$ cat config.mk
export PLATFORM = sky130hd
export DESIGN_NAME = fetch_decode
export DESIGN_NICKNAME = d
export VERILOG_FILES = /design/src/hdl/processor_pkg.sv /design/src/hdl/fetch_decode.sv
export VERILOG_INCLUDE_DIRS = /design/src /design/src/hdl
export SDC_FILE = /design/constraint.sdc
export NUM_CORES = 2
export LEC_CHECK = 0
export BUFFER_PORTS_ARGS = -buffer_cell sky130_fd_sc_hd__clkbuf_2
export CELL_PAD_IN_SITES_DETAIL_PLACEMENT = 0
export CELL_PAD_IN_SITES_GLOBAL_PLACEMENT = 2
export CORE_MARGIN = 5
export CORE_UTILIZATION = 54
export CTS_CLUSTER_SIZE = 14
export DETAILED_ROUTE_END_ITERATION = 8
export GPL_TIMING_DRIVEN = 0
export PLACE_DENSITY = 0.9
export REMOVE_ABC_BUFFERS = 1
export SYNTH_ARGS = -nofsm -noshare
export SYNTH_HDL_FRONTEND = slang
export SYNTH_SLANG_ARGS = --single-unit
export TNS_END_PERCENT = 100
$ cat constraint.sdc
create_clock -name CLK -period 10.04 [get_ports CLK]
set_clock_uncertainty 0.1 [all_clocks]
set_input_delay 1.004 -clock CLK [delete_from_list [all_inputs] [get_ports CLK]]
set_output_delay 1.004 -clock CLK [all_outputs]
set_load 0.05 [all_outputs]
$ cat src/hdl/processor_cfg.svh
`ifndef PROCESSOR_CFG_SVH
`define PROCESSOR_CFG_SVH

// ----------------------------------------------------------------------
// Core sizes
// ----------------------------------------------------------------------

// Data and instruction words share one width.
`define PROC_XLEN 32

// Register bank.
`define PROC_REGS 16
`define PROC_REG_AW 4

// Both memories are word addressed.
`define PROC_IMEM_DEPTH 64
`define PROC_DMEM_DEPTH 64
`define PROC_IMEM_AW 6
`define PROC_DMEM_AW 6

`endif
$ cat src/hdl/processor_pkg.sv
`default_nettype none

`include "processor_cfg.svh"

package processor_pkg;

	typedef logic [`PROC_XLEN-1:0] word_t;
	typedef logic [`PROC_REG_AW-1:0] reg_idx_t;
	typedef logic [`PROC_IMEM_AW-1:0] imem_addr_t;
	typedef logic [`PROC_DMEM_AW-1:0] dmem_addr_t;

	// The opcode sits in instruction bits 31 to 28.
	typedef enum logic [3:0] {
		OP_ADD  = 4'h0,
		OP_SUB  = 4'h1,
		OP_AND  = 4'h2,
		OP_OR   = 4'h3,
		OP_XOR  = 4'h4,
		OP_ADDI = 4'h5,
		OP_LW   = 4'h6,
		OP_SW   = 4'h7,
		OP_BZ   = 4'h8,
		OP_BNZ  = 4'h9,
		OP_BN   = 4'ha,
		OP_HALT = 4'hb
	} opcode_e;

	typedef enum logic [2:0] {
		ALU_ADD,
		ALU_SUB,
		ALU_AND,
		ALU_OR,
		ALU_XOR,
		ALU_PASS_B
	} alu_op_e;

	// ----------------------------------------------------------------------
	// Stage payloads
	// ----------------------------------------------------------------------

	typedef struct packed {
		opcode_e op;
		reg_idx_t rd;
		reg_idx_t rs;
		reg_idx_t rt;
		word_t rs_val;
		word_t rt_val;
		word_t imm;
		imem_addr_t pc;
	} ex_payload_t;

	typedef struct packed {
		logic wr;
		reg_idx_t rd;
		word_t value;
	} wb_payload_t;

endpackage

`default_nettype wire

$ cat src/hdl/fetch_decode.sv
`timescale 1ns/100ps
`default_nettype none

`include "processor_cfg.svh"

module fetch_decode import processor_pkg::*; (
	input  wire             CLK,
	input  wire             rst,
	input  wire             im_we,
	input  wire imem_addr_t im_addr,
	input  wire word_t      im_data,
	input  wire             redirect,
	input  wire imem_addr_t redirect_pc,
	input  wire             halted,
	output reg_idx_t        rs_idx,
	output reg_idx_t        rt_idx,
	input  wire word_t      rs_val,
	input  wire word_t      rt_val,
	output logic            dec_valid,
	output ex_payload_t     dec_payload
);

	word_t imem [`PROC_IMEM_DEPTH];
	imem_addr_t pc;
	word_t instr;

	// ----------------------------------------------------------------------
	// Instruction memory and program counter
	// ----------------------------------------------------------------------

	// The load port stays open at all times and also during reset.
	always_ff @(posedge CLK) begin
		if (im_we) begin
			imem[im_addr] <= im_data;
		end
	end

	always_ff @(posedge CLK) begin
		if (rst) begin
			pc <= '0;
		end else if (redirect) begin
			pc <= redirect_pc;
		end else if (!halted) begin
			pc <= pc + imem_addr_t'(1);
		end
	end

	assign instr = imem[pc];

	// ----------------------------------------------------------------------
	// Decode
	// ----------------------------------------------------------------------

	assign rs_idx = instr[23:20];
	assign rt_idx = instr[19:16];

	always_comb begin
		dec_payload.op = opcode_e'(instr[31:28]);
		dec_payload.rd = instr[27:24];
		dec_payload.rs = rs_idx;
		dec_payload.rt = rt_idx;
		dec_payload.rs_val = rs_val;
		dec_payload.rt_val = rt_val;
		// Sign-extend the 16-bit immediate.
		dec_payload.imm = {{(`PROC_XLEN-16){instr[15]}}, instr[15:0]};
		dec_payload.pc = pc;
	end

	// Once halted, fetch only produces bubbles.
	assign dec_valid = !halted;

endmodule

`default_nettype wire

Yosys cells after proc, flatten, opt, wreduce, memory -nomap -nowiden
Memories as Yosys holds them, arrays and structs flattened. A register that Yosys moved wholly into a read port is not among the register bits.
Cells that the tools add are included.
- add/sub/neg operators: 1
- $mul: 0
- div/mod/pow operators: 0
- order comparisons: 0
- equality and inequality tests: 1
- shifts and indexed selects: 0
- multiplexer cells: 6
- bitwise gates (word level): 0
- reductions and logical operators: 1
- operators with widths (cell ; number):
    6-bit 2-to-1 mux ; 4
    6-bit by 1-bit adder with 6-bit output (second input constant) ; 1
    1-bit 2-to-1 mux ; 2
    2-bit != test (second input constant) ; 1
    1-bit logical NOT ; 1
- register bits: 6
- bits in latches: 0
- memory bits (writable): 2048
- memory bits (read-only): 0
- input bits: 113
- output and inout port bits: 127
- logic and storage cells: 11
- memories kept: 1
- memory list (memory ; depth ; bits a word ; rd ports ; clocked after Yosys merged registers in ; write ports ; RTL line ; source):
    imem ; 64 ; 32 ; 1 ; 1 ; 1 ; fetch_decode.sv:23 ; word_t imem [`PROC_IMEM_DEPTH];

Depth between registers and ports, before layout
- word-level depth: 5
- mapped depth: 11
- gate-level depth less buffers: 6

Worst setup path before layout
No wires, ideal clock.
- path kind: input-to-reg
- from: input port im_addr[5]
- to: memory imem[48][0] (netlist bit), enable pin
- library setup time: 0.461 ns
- arrival: 3.890 ns
- data required time: 9.479 ns
- path slack: 5.589 ns
- stages: 4
- path buffers: 1
- cell sequence: clkbuf_1 nand3_1 or3_1 nor3_1
- RTL lines (element ; RTL line ; source):
    start: declaration ; fetch_decode.sv:10 ; input wire imem_addr_t im_addr,
    end: declaration ; fetch_decode.sv:23 ;
No word-level cell before the write port.

==> run summary <==
Status = finished, final reports clean
Fraction of layout cells with a size suffix above 1 = 0.2911
Minimum clock period = 7.811 ns
Vias/cell = 6.562
Overall Power = 0.01776 W
Clock root cell = clkbuf_16
Peak VDD IR = 0.0001535 V
Yosys warns = 0
Crit path depth = 13
ANT nets after route = 0
Relative slew slack = 0.02809
Cts hold-fix bufs = 0
Yosys cell types = 49
Synth top area cells = edfxtp_1 (77%), mux4_2 (14%), mux2i_1 (1.4%), buf_4 (1.2%), mux2_2 (0.95%)
CP endpoint kind = primary output
Post-Syn Instances = 3537
Die H = 394.2 um
CP top delay family = buffers and inverters
CP max stage cell = nor4_1
DR vias = 37800
CP required = 8.94 ns
DR iter-0 viols = 4766
Most used cell, CP = buf_16
Buf+Inv Stages, Crit Path = 8
Final hold vios = 0
FF-to-FF Start = pc[0]
Post-synth top area share = 0.7718
Core area = 147100 sq um
Grt ovf = 0
Utilization after layout = 0.6088
Synth area leader = edfxtp_1
Syn_area_per_cell = 22.53 sq um
Slowest cell delay on critical path = 1.06 ns
Fin. max-slew vios = 0
CP Max Fanout = 45
Area grow syn2layout = 12.41%
Post-synthesis sequential element count = 2060
CP Data Arrival Time = 6.71 ns
Post-cts sizing count = 0
Overall routed net length = 189900 um
Hpwl dp = 110800 um
Register area share after synthesis = 0.7748
Period utilisation layout = 0.7780
Boundary Pins = 240
Die area = 155400 sq um
Hold Crit Class = input pin to flop
RSZ-0062 raised after global routing = false
CTS tree = yes
H-tree Lvls = 4
Post-synth ARST share = 0
Number of synthesized flops with an enable pin = 2048
Filler Cell Count = 9685
Leakage power = 27.05 nW
Initial Util = 0.5416
I/O Buffers = 111
Setup Fix Bufs, Post-CTS = 0
Cell Rows = 141
1st-pass router iterations = 5
Syn Std Cell Area = 79690 sq um
Reg2reg setup slack = 8.66 ns
First-pass GRT wire length = 274700 um
CTS max path bufs = 3
Final worst setup slack = 2.229 ns
Slew @ Worst Pin = 1.458 ns
Vias in the first global route = 38330
Max_cap viols = 0
Max Fclk = 128.0 MHz
Total negative slack = 0 ns
Horiz. Die Dim = 394.2 um
FF-to-FF path depth = 4
CP startpoint kind = flop
Pwr Density = 198.3 nW/um^2
Clock Latency Late Sink = 0.81 ns
Drt drc = 0
Worst-path cell chain = buf_16, buf_16, buf_16, buf_12, buf_16, buf_12, buf_16, or3b_1, o22ai_1, nor4_1, nor2_1, a21oi_2, clkbuf_2
Global Route Usage Sum = 0.2450
Fin nets = 3781
Initial antenna violation count = 14
Setup Viol. Count Final = 0
Post-DR wirelength/cell = 32.97 um
Crit Path Category = flop to primary output
Hold Path Depth = 3
Routability cong. = 0.7648
Total clock sinks = 2060
Clk pin slew, worst setup/hold paths = 0.06 ns
CP endpoint = dec_payload[32]
Worst slack, placed = 2.625 ns
CTS buffer count = 190
Most used flip-flop cell after synthesis = edfxtp_1
Largest net degree at the start of global routing = 65
## registers in the layout (all words and copies together) (netlist names), named ones only
| name | cells |
|---|---|
| pc | 6 |
| imem | 2048 |
## layout make-up
class                           instances  area (sq um)  share of cell area
Clock inverter                        103         913.4             0.01020
Multi-Input combinational cell       1193         16520              0.1844
Antenna cell                            3         7.507          0.00008381
Clock buffer                          249          5071             0.05661
Tap cell                             1930          2415             0.02696
Inverter                                2         7.507          0.00008381
Sequential cell                      2060         61760              0.6894
Timing Repair Buffer                  220          2888             0.03224
## worst min-delay path, delay by kind of cell
family                 cells  cell delay (ns)
AO/OA/AOI/OAI              1             0.06
buffers and inverters      1             0.08
AND/OR/NAND/NOR            1             0.06
## through the flow
step / std cells / cell area, sq um / hold WS (ns)
6_report: 5760 / 89580 / 0.3447
4_1_cts: 5753 / 89490 / 0.2962
3_5_place_dp: 5401 / 83500 / 0.5044
3_3_place_gp: 5296 / 80710 / 0.5033
2_1_floorplan: 3255 / 77740 / 0.6984
5_1_grt: 5757 / 89570 / 0.3196
## cells by family (layout without fill, tap and decap cells)
kind of cell / count (synthesis) / count (layout) / synth area share
other: 0 / 3 / 0
buffers and inverters: 284 / 574 / 0.02456
multiplexers: 669 / 669 / 0.1617
adder cells (fa/ha/maj): 1 / 1 / 0.0001570
AO/OA/AOI/OAI: 239 / 239 / 0.02095
flip-flops: 2060 / 2060 / 0.7748
XOR/XNOR: 5 / 5 / 0.0005496
AND/OR/NAND/NOR: 279 / 279 / 0.01732
## metal layers
| layer | share of wire | GRT usage | vias up |
|---|---|---|---|
| met5 | 0.00097 | 0.008005 | - |
| met3 | 0.13 | 0.07696 | 305 |
| met2 | 0.46 | 0.3678 | 2415 |
| met1 | 0.38 | 0.3533 | 19900 |
| li1 | - | - | 15170 |
| met4 | 0.026 | 0.06774 | 12 |
## report_power, final
group | internal, W | switching [W] | total [W]
registers | 0.00952 | 0.0000382 | 0.00956
clock network | 0.00392 | 0.00307 | 0.00699
logic | 0.000434 | 0.000776 | 0.00121
## cell usage after synthesis, types with 10 or more instances
cell / number
clkbuf_1: 46
nor4_1: 13
mux2_2: 67
mux2i_1: 114
mux4_2: 488
a21oi_1: 29
buf_2: 57
edfxtp_1: 2048
o22ai_1: 80
nor3_1: 19
o221ai_1: 29
buf_4: 132
nor2_1: 108
o21ai_0: 10
nand2b_1: 19
buf_6: 41
nand3_1: 16
a22oi_1: 32
nor2b_1: 27
dfxtp_1: 12
nand2_1: 40
a311oi_1: 17
## worst min path at each step
stage	startpoint	to	slack, ns
after floorplan	pc[5]	flop	0.70
after detailed placement	pc[5]	flop	0.50
after global placement	pc[5]	pc[5]	0.50
after CTS	redirect_pc[0]	flop	0.30
after global routing	redirect_pc[0]	flop	0.32
final	redirect_pc[0]	flop	0.34
## cells in the final DEF, fill, tap and decap left out, types with 7 or more instances in the layout
master and count:
a311oi_1 17, nand2b_1 19, mux2i_1 114, o211ai_1 9, a211oi_1 8, buf_6 10
buf_12 62, nor2_4 62, nand2_1 40, nand3_1 16, a22oi_1 32, nand3b_1 9
bufinv_16 14, o221ai_1 29, clkinv_2 27, clkbuf_1 54, edfxtp_1 2048, mux2_2 67
o22ai_1 80, o21ai_0 10, clkbuf_2 110, nor2_1 46, buf_16 35, a21oi_1 28
clkbuf_16 194, nor4_1 7, nor3_1 16, a31oi_1 7, nor2b_1 27, mux4_2 488
clkinv_1 48
(Power assumes the default switching activity.)
