$ cat src/hdl/processor_cfg.svh
`ifndef PROCESSOR_CFG_SVH
`define PROCESSOR_CFG_SVH

// ----------------------------------------------------------------------
// Core sizes
// ----------------------------------------------------------------------

// Data and instruction words share one width.
`define PROC_XLEN 32

// Register bank.
`define PROC_REGS 16
`define PROC_REG_AW 4

// Both memories are word addressed.
`define PROC_IMEM_DEPTH 64
`define PROC_DMEM_DEPTH 64
`define PROC_IMEM_AW 6
`define PROC_DMEM_AW 6

`endif
$ cat src/hdl/processor_pkg.sv
`default_nettype none

`include "processor_cfg.svh"

package processor_pkg;

	typedef logic [`PROC_XLEN-1:0] word_t;
	typedef logic [`PROC_REG_AW-1:0] reg_idx_t;
	typedef logic [`PROC_IMEM_AW-1:0] imem_addr_t;
	typedef logic [`PROC_DMEM_AW-1:0] dmem_addr_t;

	// The opcode sits in instruction bits 31 to 28.
	typedef enum logic [3:0] {
		OP_ADD  = 4'h0,
		OP_SUB  = 4'h1,
		OP_AND  = 4'h2,
		OP_OR   = 4'h3,
		OP_XOR  = 4'h4,
		OP_ADDI = 4'h5,
		OP_LW   = 4'h6,
		OP_SW   = 4'h7,
		OP_BZ   = 4'h8,
		OP_BNZ  = 4'h9,
		OP_BN   = 4'ha,
		OP_HALT = 4'hb
	} opcode_e;

	typedef enum logic [2:0] {
		ALU_ADD,
		ALU_SUB,
		ALU_AND,
		ALU_OR,
		ALU_XOR,
		ALU_PASS_B
	} alu_op_e;

	// ----------------------------------------------------------------------
	// Stage payloads
	// ----------------------------------------------------------------------

	typedef struct packed {
		opcode_e op;
		reg_idx_t rd;
		reg_idx_t rs;
		reg_idx_t rt;
		word_t rs_val;
		word_t rt_val;
		word_t imm;
		imem_addr_t pc;
	} ex_payload_t;

	typedef struct packed {
		logic wr;
		reg_idx_t rd;
		word_t value;
	} wb_payload_t;

endpackage

`default_nettype wire

$ cat src/hdl/register_bank.sv
`timescale 1ns/100ps
`default_nettype none

`include "processor_cfg.svh"

module register_bank import processor_pkg::*; (
	input  wire           CLK,
	input  wire           rst,
	input  wire reg_idx_t rs_idx,
	input  wire reg_idx_t rt_idx,
	output word_t         rs_val,
	output word_t         rt_val,
	input  wire           wr_en,
	input  wire reg_idx_t wr_idx,
	input  wire word_t    wr_val
);

	word_t regs [`PROC_REGS];

	always_ff @(posedge CLK) begin
		if (rst) begin
			for (int i = 0; i < `PROC_REGS; i++) begin
				regs[i] <= '0;
			end
		end else if (wr_en) begin
			regs[wr_idx] <= wr_val;
		end
	end

	// Write first. A register written this cycle reads as its new value,
	// so decode never has to wait for write-back.
	assign rs_val = (wr_en && (wr_idx == rs_idx)) ? wr_val : regs[rs_idx];
	assign rt_val = (wr_en && (wr_idx == rt_idx)) ? wr_val : regs[rt_idx];

endmodule

`default_nettype wire

$ cat config.mk
export PLATFORM = sky130hd
export DESIGN_NAME = register_bank
export DESIGN_NICKNAME = d
export VERILOG_FILES = /design/src/hdl/processor_pkg.sv /design/src/hdl/register_bank.sv
export VERILOG_INCLUDE_DIRS = /design/src /design/src/hdl
export SDC_FILE = /design/constraint.sdc
export NUM_CORES = 1
export LEC_CHECK = 0
export BUFFER_PORTS_ARGS = -buffer_cell sky130_fd_sc_hd__buf_2
export CORE_MARGIN = 3
export CORE_UTILIZATION = 35
export DETAILED_ROUTE_END_ITERATION = 6
export HOLD_SLACK_MARGIN = 0.15
export MAX_ROUTING_LAYER = met4
export PLACE_DENSITY_LB_ADDON = 0.25
export SYNTH_ARGS = -nofsm -noshare
export SYNTH_HDL_FRONTEND = slang
export SYNTH_SLANG_ARGS = --single-unit
$ cat constraint.sdc
create_clock -name CLK -period 2.98 [get_ports CLK]
set_input_delay 0.149 -clock CLK [delete_from_list [all_inputs] [get_ports CLK]]
set_output_delay 0.149 -clock CLK [all_outputs]
set_load 0.02 [all_outputs]
---- Yosys cells after proc, flatten, opt, wreduce, memory -nomap -nowiden ----
Memories as Yosys holds them, arrays and structs flattened.
Cells that the tools add are included.
word-level totals
  memories ................................ 1
  register bits after elaboration ......... 0
  memory bits (writable) .................. 512
  bits of input ports ..................... 47
  output and inout port bits .............. 64
operators by class
  reductions and logical operators ........ 3
  equal/unequal tests ..................... 2
  mux-type cells .......................... 10
memory list
  name  words  bits a word  read ports  clocked after Yosys merged registers in  wr ports  line                 text
  regs  16     32           2           0                                        16        register_bank.sv:18  word_t regs [`PROC_REGS];
operators with widths
  operator             number
  32-bit two-way mux   3
  32-bit OR reduction  1
  4-bit == test        2
  1-bit two-way mux    6
  4-bit two-way mux    1
  1-bit logical AND    2

---- Depth between registers and ports, before layout ----
Gate-level depths: netlist of the first run.
  word-level depth ........................ 5
  mapped depth ............................ 7
  mapped depth without buffers ............ 4

---- Worst setup path before layout of the first run ----
OpenSTA, ideal clock, no wires.
  path kind ............................... in2out
  start point ............................. in rt_idx[0]
  end point ............................... out rt_val[10]
  stages on the path ...................... 7
  arrival time ............................ 1.874 ns
  data required time ...................... 2.831 ns
  slack ................................... 0.957 ns
  cell sequence ........................... clkbuf_1 -> buf_2 -> buf_2 -> mux4_2 -> a22oi_1 -> nand2_1 -> mux2_2
on the way
  word-level cells in the longest chain between the ends .. 3
  elaborated cells between the ends (all ways) .. 4
ends and longest elaborated chain
  item                                                                        line                 text
  start, declared                                                             register_bank.sv:10  input wire reg_idx_t rt_idx,
  parallel branches: the longest is 2 deep, another holds memory 16 x 32 bit  -
  32-bit two-way mux *                                                        register_bank.sv:33  assign rt_val = (wr_en && (wr_idx == rt_idx)) ? wr_val : regs[rt_idx];
  end, declared                                                               register_bank.sv:12  output word_t rt_val,
Every way passes the cells marked *.

==> results_dict.tcl, run 1 <==
set metrics [dict create \
    critPathLaunchType "flip-flop" \
    synth.top_cell.area_share_pct 56.23 \
    syn_inst 1766 \
    path_clk_slew_ns 0.06 \
    dp_hpwl_mm 51.84 \
    drcViolationCount 0 \
    cts-resized-gates 0 \
    finalHoldViolations 0 \
    final_cells 2961 \
    cts_inserted_buffers 55 \
    dr_total_vias 16860 \
    ant_nets 0 \
    synthXorXnorAreaFrac_pct 0.2562 \
    n_fill_cell 6988 \
    ys_ff_latch 512 \
    clock-root-buffer "clkbuf_16" \
    cp.required_ns 2.83 \
    netlist_area_sq_um 27340 \
    post_cts_buffers 0 \
    overflow 0 \
    vias_per_cell 5.694 \
    synth_compound_area_share_pct 3.404 \
    htreeDepth 2 \
    slew_headroom_pct 55.38 \
    io_buffers 110 \
    cp.arrival_ns 2.41 \
    std_cell_rows 101 \
    power_uw 17410 \
    hp-class "in2reg" \
    p_per_area_nw_per_um2 550.7 \
    grt_pass1_wl_mm 127.5 \
    synthAdderAreaFrac_pct 0 \
    status "finished, final reports clean" \
    period_share_pct 86.02 \
    track_usage_pct 22.28 \
    swShare_pct 25.05 \
    grt_pass1_vias 17620 \
    cts_hold_buf 32 \
    final_cell_mix "and2_1 (512), edfxtp_1 (512), mux4_2 (258), a22oi_1 (124), buf_2 (106)" \
    rsz0062_at_grt "no" \
    yosys_warnings 0 \
    leakage_uw 0.01093 \
    synth_top_family_by_area "multiplexers" \
    setup_viol 0 \
    avgSynthCellArea_sq_um 15.48 \
    reg.largest.list "regs: 512 flops" \
    fin_setup_tns_ns 0 \
    crit_fanout 2 \
    max_clock_freq_mhz 390.1 \
    drive_gt1_share_pct 32.81 \
    holdWs_ns 0.4006 \
    cts.sinks 512 \
    cp-end-kind "output pin" \
    fin_crit_ns 2.563 \
    initial_core_util_pct 35.65 \
    synth_nets 1813 \
    p_int_uw 13050 \
    yosys.area_share.simple_pct 13.65 \
    comb_power_share_pct 14.0 \
    yosys-top-cells-area "edfxtp_1 (56%), mux4_2 (21%), and2_1 (12%)" \
    cts_tree "done" \
    ir_worst_vdd_mv 0.3927 \
    clockPowerShare_pct 37.0 \
    ys_seq_area_share_pct 56.23 \
    utilization_pct 41.21 \
    cap_violations 0 \
    fp.dieW_microns 285.5 \
    die_y_microns 285.5 \
    dp_cells 2825 \
    muxShareOfSynthArea_pct 23.88 \
    tightest_slew_ns 0.6677 \
    regMostFlops "regs" \
    place_congestion 0.8108 \
    critical_path_class "reg2out" \
    antenna_found_initial 8 \
    power_frac_seq_pct 49.0 \
    clock_path_buffers 3 \
    area_delta_synth_final_pct 15.60 \
    nets 1931 \
    wl_per_cell_microns 29.85 \
    largest_reg_flops 512 \
    drt-total-wl_mm 88.38 \
    drtPass1Iterations 5 \
    die-area_sq_um 81520 \
    drv_slew 0 \
    grt_max_degree 38 \
    power.switching_uw 4361 \
    ios 111 \
    drt-initial-drc-count 1864 \
    yosys.area.top_type "edfxtp_1" \
    core_area_sq_um 76710 \
    ys_types 22 \
]
power groups by stage:
stage	Sequential (uW)	Clock (uW)	Combinational, uW
after CTS	8530	6560	2460
after global placement	8640	0	2410
final	8530	6440	2430
after global routing	8580	6850	2570
after floorplan	8600	0	1530
after detailed placement	8680	0	2420
through the flow:
stage | cell area (sq um) | setup slack [ns]
6_report | 31610 | 0.4166
5_1_grt | 31590 | 0.3508
4_1_cts | 31590 | 0.3713
3_5_place_dp | 29650 | 0.6081
3_3_place_gp | 29650 | 0.6492
2_1_floorplan | 27350 | 0.9567
metal layers:
layer  routed length (microns)  global-route usage [%]  vias to the layer above  part of all wire (%)
li1                          -                       -                     7072                     -
met2                     43470                   35.84                      688                    49
met4                      2654                   7.165                        0                   3.0
met5                         0                       -                        -                     0
met3                      5667                   2.797                      151                   6.4
met1                     36580                   29.59                     8950                    41
worst max-delay path: stages, from the launching register on:
cell and delay [ns]:
edfxtp_1 0.42, mux4_2 0.48, mux4_2 0.48, mux2_2 0.27, buf_2 0.16
cell type report:
class                      instances  area [sq um]  area share (%)
sequential                       512         15370           48.64
multi-input combinational       1080         11440           36.19
timing repair buffer             235          1864           5.897
clock buffer                      75          1451           4.591
tap                             1030          1289           4.077
clock inverter                    21         172.7          0.5462
antenna                            8         20.02         0.06333
cell usage after synthesis:
cell type  count
and2_1       512
edfxtp_1     512
mux4_2       258
clkbuf_1     130
a22oi_1      124
nand2_1       66
mux2_2        64
buf_2         36
or2_2         16
nor2_1        14
buf_1          7
xor2_1         6
nor2b_1        4
nor3_1         4
nand2b_1       3
and2_0         2
nor4_2         2
xnor2_1        2
buf_6          1
nand4b_1       1
nand4bb_1      1
nor3b_1        1
kinds of logic (layout without fill, tap and decap cells):
kind of cell              Yosys count  count (layout)
AOI/OAI and AO/OA                 124             124
xor gates and xnor gates            8               8
and+or+nand+nor                   626             626
other                               0               8
muxes                             322             322
DFF                               512             512
buffers and inverters             174             331
worst paths after layout:
path	from	to	slack (ns)	depth (start not counted)
worst min-delay path	rst	regs[3][28]$_SDFFCE_PN0P_	0.40	3
worst max-delay path	regs[6][30]$_SDFFCE_PN0P_	rt_val[30]	0.42	4
Note: power is estimated with default switching activity, not from simulation.
==> run 2, diff against run 1 <==
==> constraint.sdc (replaced) <==
create_clock -name CLK -period 3 [get_ports CLK]
set_input_delay 0.15 -clock CLK [delete_from_list [all_inputs] [get_ports CLK]]
set_output_delay 0.15 -clock CLK [all_outputs]
set_load 0.02 [all_outputs]
==> results_dict.tcl, run 2 (synthesized netlist as in run 1, its figures left out) <==
set metrics [dict create \
    fp.dieW_microns 285.5 \
    status "finished, final reports clean" \
    cts.sinks 512 \
    cts_inserted_buffers 54 \
    crit_fanout 2 \
    dp_hpwl_mm 52.16 \
    rsz0062_at_grt "no" \
    drt-initial-drc-count 1883 \
    setup_viol 0 \
    dr_total_vias 16870 \
    critPathLaunchType "flip-flop" \
    track_usage_pct 22.18 \
    drt-total-wl_mm 87.76 \
    grt_pass1_wl_mm 127.0 \
    holdPathEnd "regs[8][18]$_SDFFCE_PN0P_" \
    fin_setup_tns_ns 0 \
    place_congestion 0.8012 \
    ir_worst_vdd_mv 0.4594 \
    die_y_microns 285.5 \
    std_cell_rows 101 \
    fin_crit_ns 2.599 \
    tightest_slew_ns 0.9538 \
    cp.arrival_ns 2.45 \
    initial_core_util_pct 35.65 \
    core_area_sq_um 76710 \
    io_buffers 110 \
    nets 1930 \
    ant_nets 0 \
    cts_tree "done" \
    holdWs_ns 0.2990 \
    clock-root-buffer "clkbuf_16" \
    utilization_pct 41.31 \
    grt_pass1_vias 17730 \
    drtPass1Iterations 5 \
    vias_per_cell 5.704 \
    slew_headroom_pct 36.41 \
    cap_violations 0 \
    max_clock_freq_mhz 384.8 \
    hp-class "in2reg" \
    hp-start "rst" \
    cp-end-kind "output pin" \
    largest_reg_flops 512 \
    ios 111 \
    drv_slew 0 \
    area_delta_synth_final_pct 15.88 \
    clock_path_buffers 3 \
    leakage_uw 0.01095 \
    regMostFlops "regs" \
    period_share_pct 86.63 \
    die-area_sq_um 81520 \
    reg.largest.list "regs: 512 flops" \
    wl_per_cell_microns 29.68 \
    grt_max_degree 38 \
    cp.required_ns 2.85 \
    drcViolationCount 0 \
    drive_gt1_share_pct 32.93 \
    htreeDepth 2 \
    whs_path_depth 2 \
    final_cell_mix "and2_1 (512), edfxtp_1 (512), mux4_2 (258), a22oi_1 (124), buf_2 (106)" \
    critical_path_class "reg2out" \
    path_clk_slew_ns 0.06 \
    p_per_area_nw_per_um2 538.9 \
    finalHoldViolations 0 \
    overflow 0 \
    antenna_found_initial 10 \
]
==> run 2: changes by cell type in the layout (fill, tap and decap cells not counted), sizes merged <==
cell      previous run  this run
bufinv               3         1
clkbuf              75        66
clkinvlp             0         1
inv                  2         1
clkinv              16        23
==> run 2: layer usage <==
metal  global-route usage (%)  up-vias  wire length (microns)
met2                    36.05      758                  43170
met1                    28.82     8865                  35490
met4                    6.691        0                   2611
met3                    3.554      170                   6487
met5                        -        -                      0
li1                         -     7075                      -
==> run 2: final cells by class <==
type                            count  area, sq um
Clock inverter                     26        145.1
Multi-Input combinational cell   1080        11440
Tap cell                         1030         1289
Sequential cell                   512        15370
Antenna cell                        8        20.02
Clock buffer                       66         1418
Fill cell                        6935        45020
Timing Repair Buffer              235         2002
==> run 2: how the worst max path moves through the flow <==
| stage | startpoint | end |
|---|---|---|
| finish | regs[6][30]$_SDFFCE_PN0P_ | rs_val[30] |
| global route | regs[11][8]$_SDFFCE_PN0P_ | rt_val[8] |
| CTS | regs[6][30]$_SDFFCE_PN0P_ | rs_val[30] |
| detailed placement | rs_idx[0] | rs_val[10] |
| global placement | rt_idx[0] | rt_val[2] |
| floorplan | rt_idx[0] | rt_val[10] |
==> run 2: where the power goes <==
part	switching [uW]	total [uW]	internal, uW
clock	2760	6160	3400
combinational	1350	2440	1090
sequential	196	8480	8280
==> run 2: through the flow <==
stage / std cells / power (uW) / cell area [sq um] / setup WS [ns]
after floorplan: 1766 / 10060 / 27350 / 0.9747
after global placement: 2825 / 11000 / 29780 / 0.6520
after detailed placement: 2825 / 11050 / 29780 / 0.6455
after CTS: 2949 / 17190 / 31670 / 0.3674
after global routing: 2957 / 17660 / 31690 / 0.3675
final: 2957 / 17080 / 31690 / 0.4011
==> run 2: repair_timing <==
| action | in CTS | in global routing |
|---|---|---|
| resized for setup | 0 | 0 |
| setup buffers | 0 | 0 |
| hold buffers | 32 | 0 |
| hold endpoints to repair | 512 | 0 |
==> run 2: critical path, stage by stage, from the launching register on <==
cell and delay, ns:
edfxtp_1 0.42, mux4_2 0.48, mux4_2 0.51, mux2_2 0.28, buf_2 0.16
==> run 3, diff against run 2 <==
--- a/config.mk
+++ b/config.mk
@@ -8,7 +8,7 @@
 export LEC_CHECK = 0
 export BUFFER_PORTS_ARGS = -buffer_cell sky130_fd_sc_hd__buf_2
 export CORE_MARGIN = 3
-export CORE_UTILIZATION = 35
+export CORE_UTILIZATION = 55
 export DETAILED_ROUTE_END_ITERATION = 6
 export HOLD_SLACK_MARGIN = 0.15
 export MAX_ROUTING_LAYER = met4
==> results_dict.tcl, run 3 (synthesized netlist as in run 1, its figures left out) <==
set metrics [dict create \
    drv_slew 0 \
    track_usage_pct 31.81 \
    setup_viol 0 \
    wl_per_cell_microns 31.05 \
    drt-initial-drc-count 2234 \
    nets 1919 \
    drcViolationCount 0 \
    dp_slack_ns 0.6349 \
    ir_worst_vdd_mv 0.3728 \
    grt_pass1_wl_mm 117.5 \
    cts-resized-gates 0 \
    area_delta_synth_final_pct 14.14 \
    p_per_area_nw_per_um2 555.5 \
    drt-total-wl_mm 80.01 \
    cts_inserted_buffers 56 \
    std_cell_rows 81 \
    hp-class "in2reg" \
    ios 111 \
    endpoint "rs_val[30]" \
    dp_hpwl_mm 45.23 \
    cts_tree "done" \
    htreeDepth 2 \
    p_int_uw 13060 \
    hp-start "rst" \
    cp.required_ns 2.85 \
    ant_nets 0 \
    worst_slack_ns 0.3959 \
    fp.dieW_microns 229.0 \
    clock_path_buffers 3 \
    place_congestion 0.8447 \
    leakage_uw 0.01094 \
    crit_path_top_delay_cell "mux4_2" \
    slew_headroom_pct 27.70 \
    die_y_microns 229.0 \
    fin_area_sq_um 31210 \
    cpPeakStageDelay_ns 0.50 \
    cts.sinks 512 \
    finalHoldViolations 0 \
    clockPowerShare_pct 37.4 \
    clock-root-buffer "clkbuf_16" \
    comb_power_share_pct 13.6 \
    fin_crit_ns 2.604 \
    critical_path_class "reg2out" \
    crit_fanout 2 \
    largest_reg_flops 512 \
    overflow 0 \
    core_area_sq_um 49050 \
    whs_path_depth 2 \
    post_cts_buffers 0 \
    initial_core_util_pct 55.75 \
    fin_setup_tns_ns 0 \
    reg.largest.list "regs: 512 flops" \
    placed_cell_area_sq_um 29200 \
    crit_top_cell "mux4_2" \
    crit_start "regs[7][30]$_SDFFCE_PN0P_" \
    max_clock_freq_mhz 384.0 \
    grt_pass1_vias 17880 \
    regMostFlops "regs" \
    drive_gt1_share_pct 32.81 \
    swShare_pct 24.67 \
    io_buffers 110 \
    power_frac_seq_pct 49.0 \
    grt_max_degree 39 \
    cp-end-kind "output pin" \
    path_clk_slew_ns 0.06 \
    critical_path.cell_chain "mux4_2, mux4_2, mux2_2, buf_2" \
    status "finished, final reports clean" \
    cp.arrival_ns 2.45 \
    period_share_pct 86.80 \
    antenna_found_initial 5 \
    die-area_sq_um 52430 \
    rsz0062_at_grt "no" \
    cts_hold_buf 32 \
    tightest_slew_ns 1.084 \
    cap_violations 0 \
    vias_per_cell 6.664 \
    critPathLaunchType "flip-flop" \
    power.switching_uw 4278 \
    final_cell_mix "and2_1 (512), edfxtp_1 (512), mux4_2 (258), a22oi_1 (124), buf_2 (106)" \
    drtPass1Iterations 6 \
    dr_total_vias 17170 \
]
[run 3: metal layers]
layer,vias up,part of all wire (%),GRT usage (%)
met1,8867,38,41.97
met3,195,11,6.393
met5,-,0,-
met2,1066,48,49.26
li1,7044,-,-
met4,0,3.8,12.71
[run 3: cell type report]
class	instances	area, sq um
fillers	3529	17840
flip-flops and latches	512	15370
multi-input cells	1080	11440
repair buffers	222	1877
clock buffers	68	1468
well taps	664	830.8
clock inverters	29	216.5
diodes	2	5.005
[run 3: worst min-delay path by stage]
stage,to,slack [ns]
6_report,regs[6][3]$_SDFFCE_PN0P_,0.34
5_1_grt,regs[6][1]$_SDFFCE_PN0P_,0.33
2_1_floorplan,regs[0][0]$_SDFFCE_PN0P_,0.35
3_3_place_gp,regs[0][2]$_SDFFCE_PN0P_,0.62
3_5_place_dp,regs[2][2]$_SDFFCE_PN0P_,0.63
4_1_cts,regs[1][27]$_SDFFCE_PN0P_,0.30
[run 3: worst max-delay path: cells and delay by family, from the launching register on]
kind | cells | cell delay, ns
buffers and inverters | 1 | 0.16
flip-flops | 1 | 0.44
multiplexers | 3 | 1.26
[run 3: stage by stage]
step / total power, uW / hold slack, ns / cells / util, %
after global placement: 10870 / 0.6228 / 2446 / 59.53
after floorplan: 10060 / 0.3482 / 1766 / -
after global routing: 17870 / 0.3322 / 2577 / 63.63
after detailed placement: 10940 / 0.6314 / 2446 / 59.53
after CTS: 17380 / 0.3016 / 2575 / 63.62
final: 17340 / 0.3358 / 2577 / 63.63
[run 3: power by group through the flow]
| stage | Sequential, uW | Combinational [uW] | Clock, uW |
|---|---|---|---|
| after floorplan | 8540 | 1520 | 0 |
| after global placement | 8580 | 2290 | 0 |
| after detailed placement | 8630 | 2320 | 0 |
| after CTS | 8480 | 2360 | 6540 |
| after global routing | 8530 | 2480 | 6870 |
| final | 8490 | 2360 | 6490 |
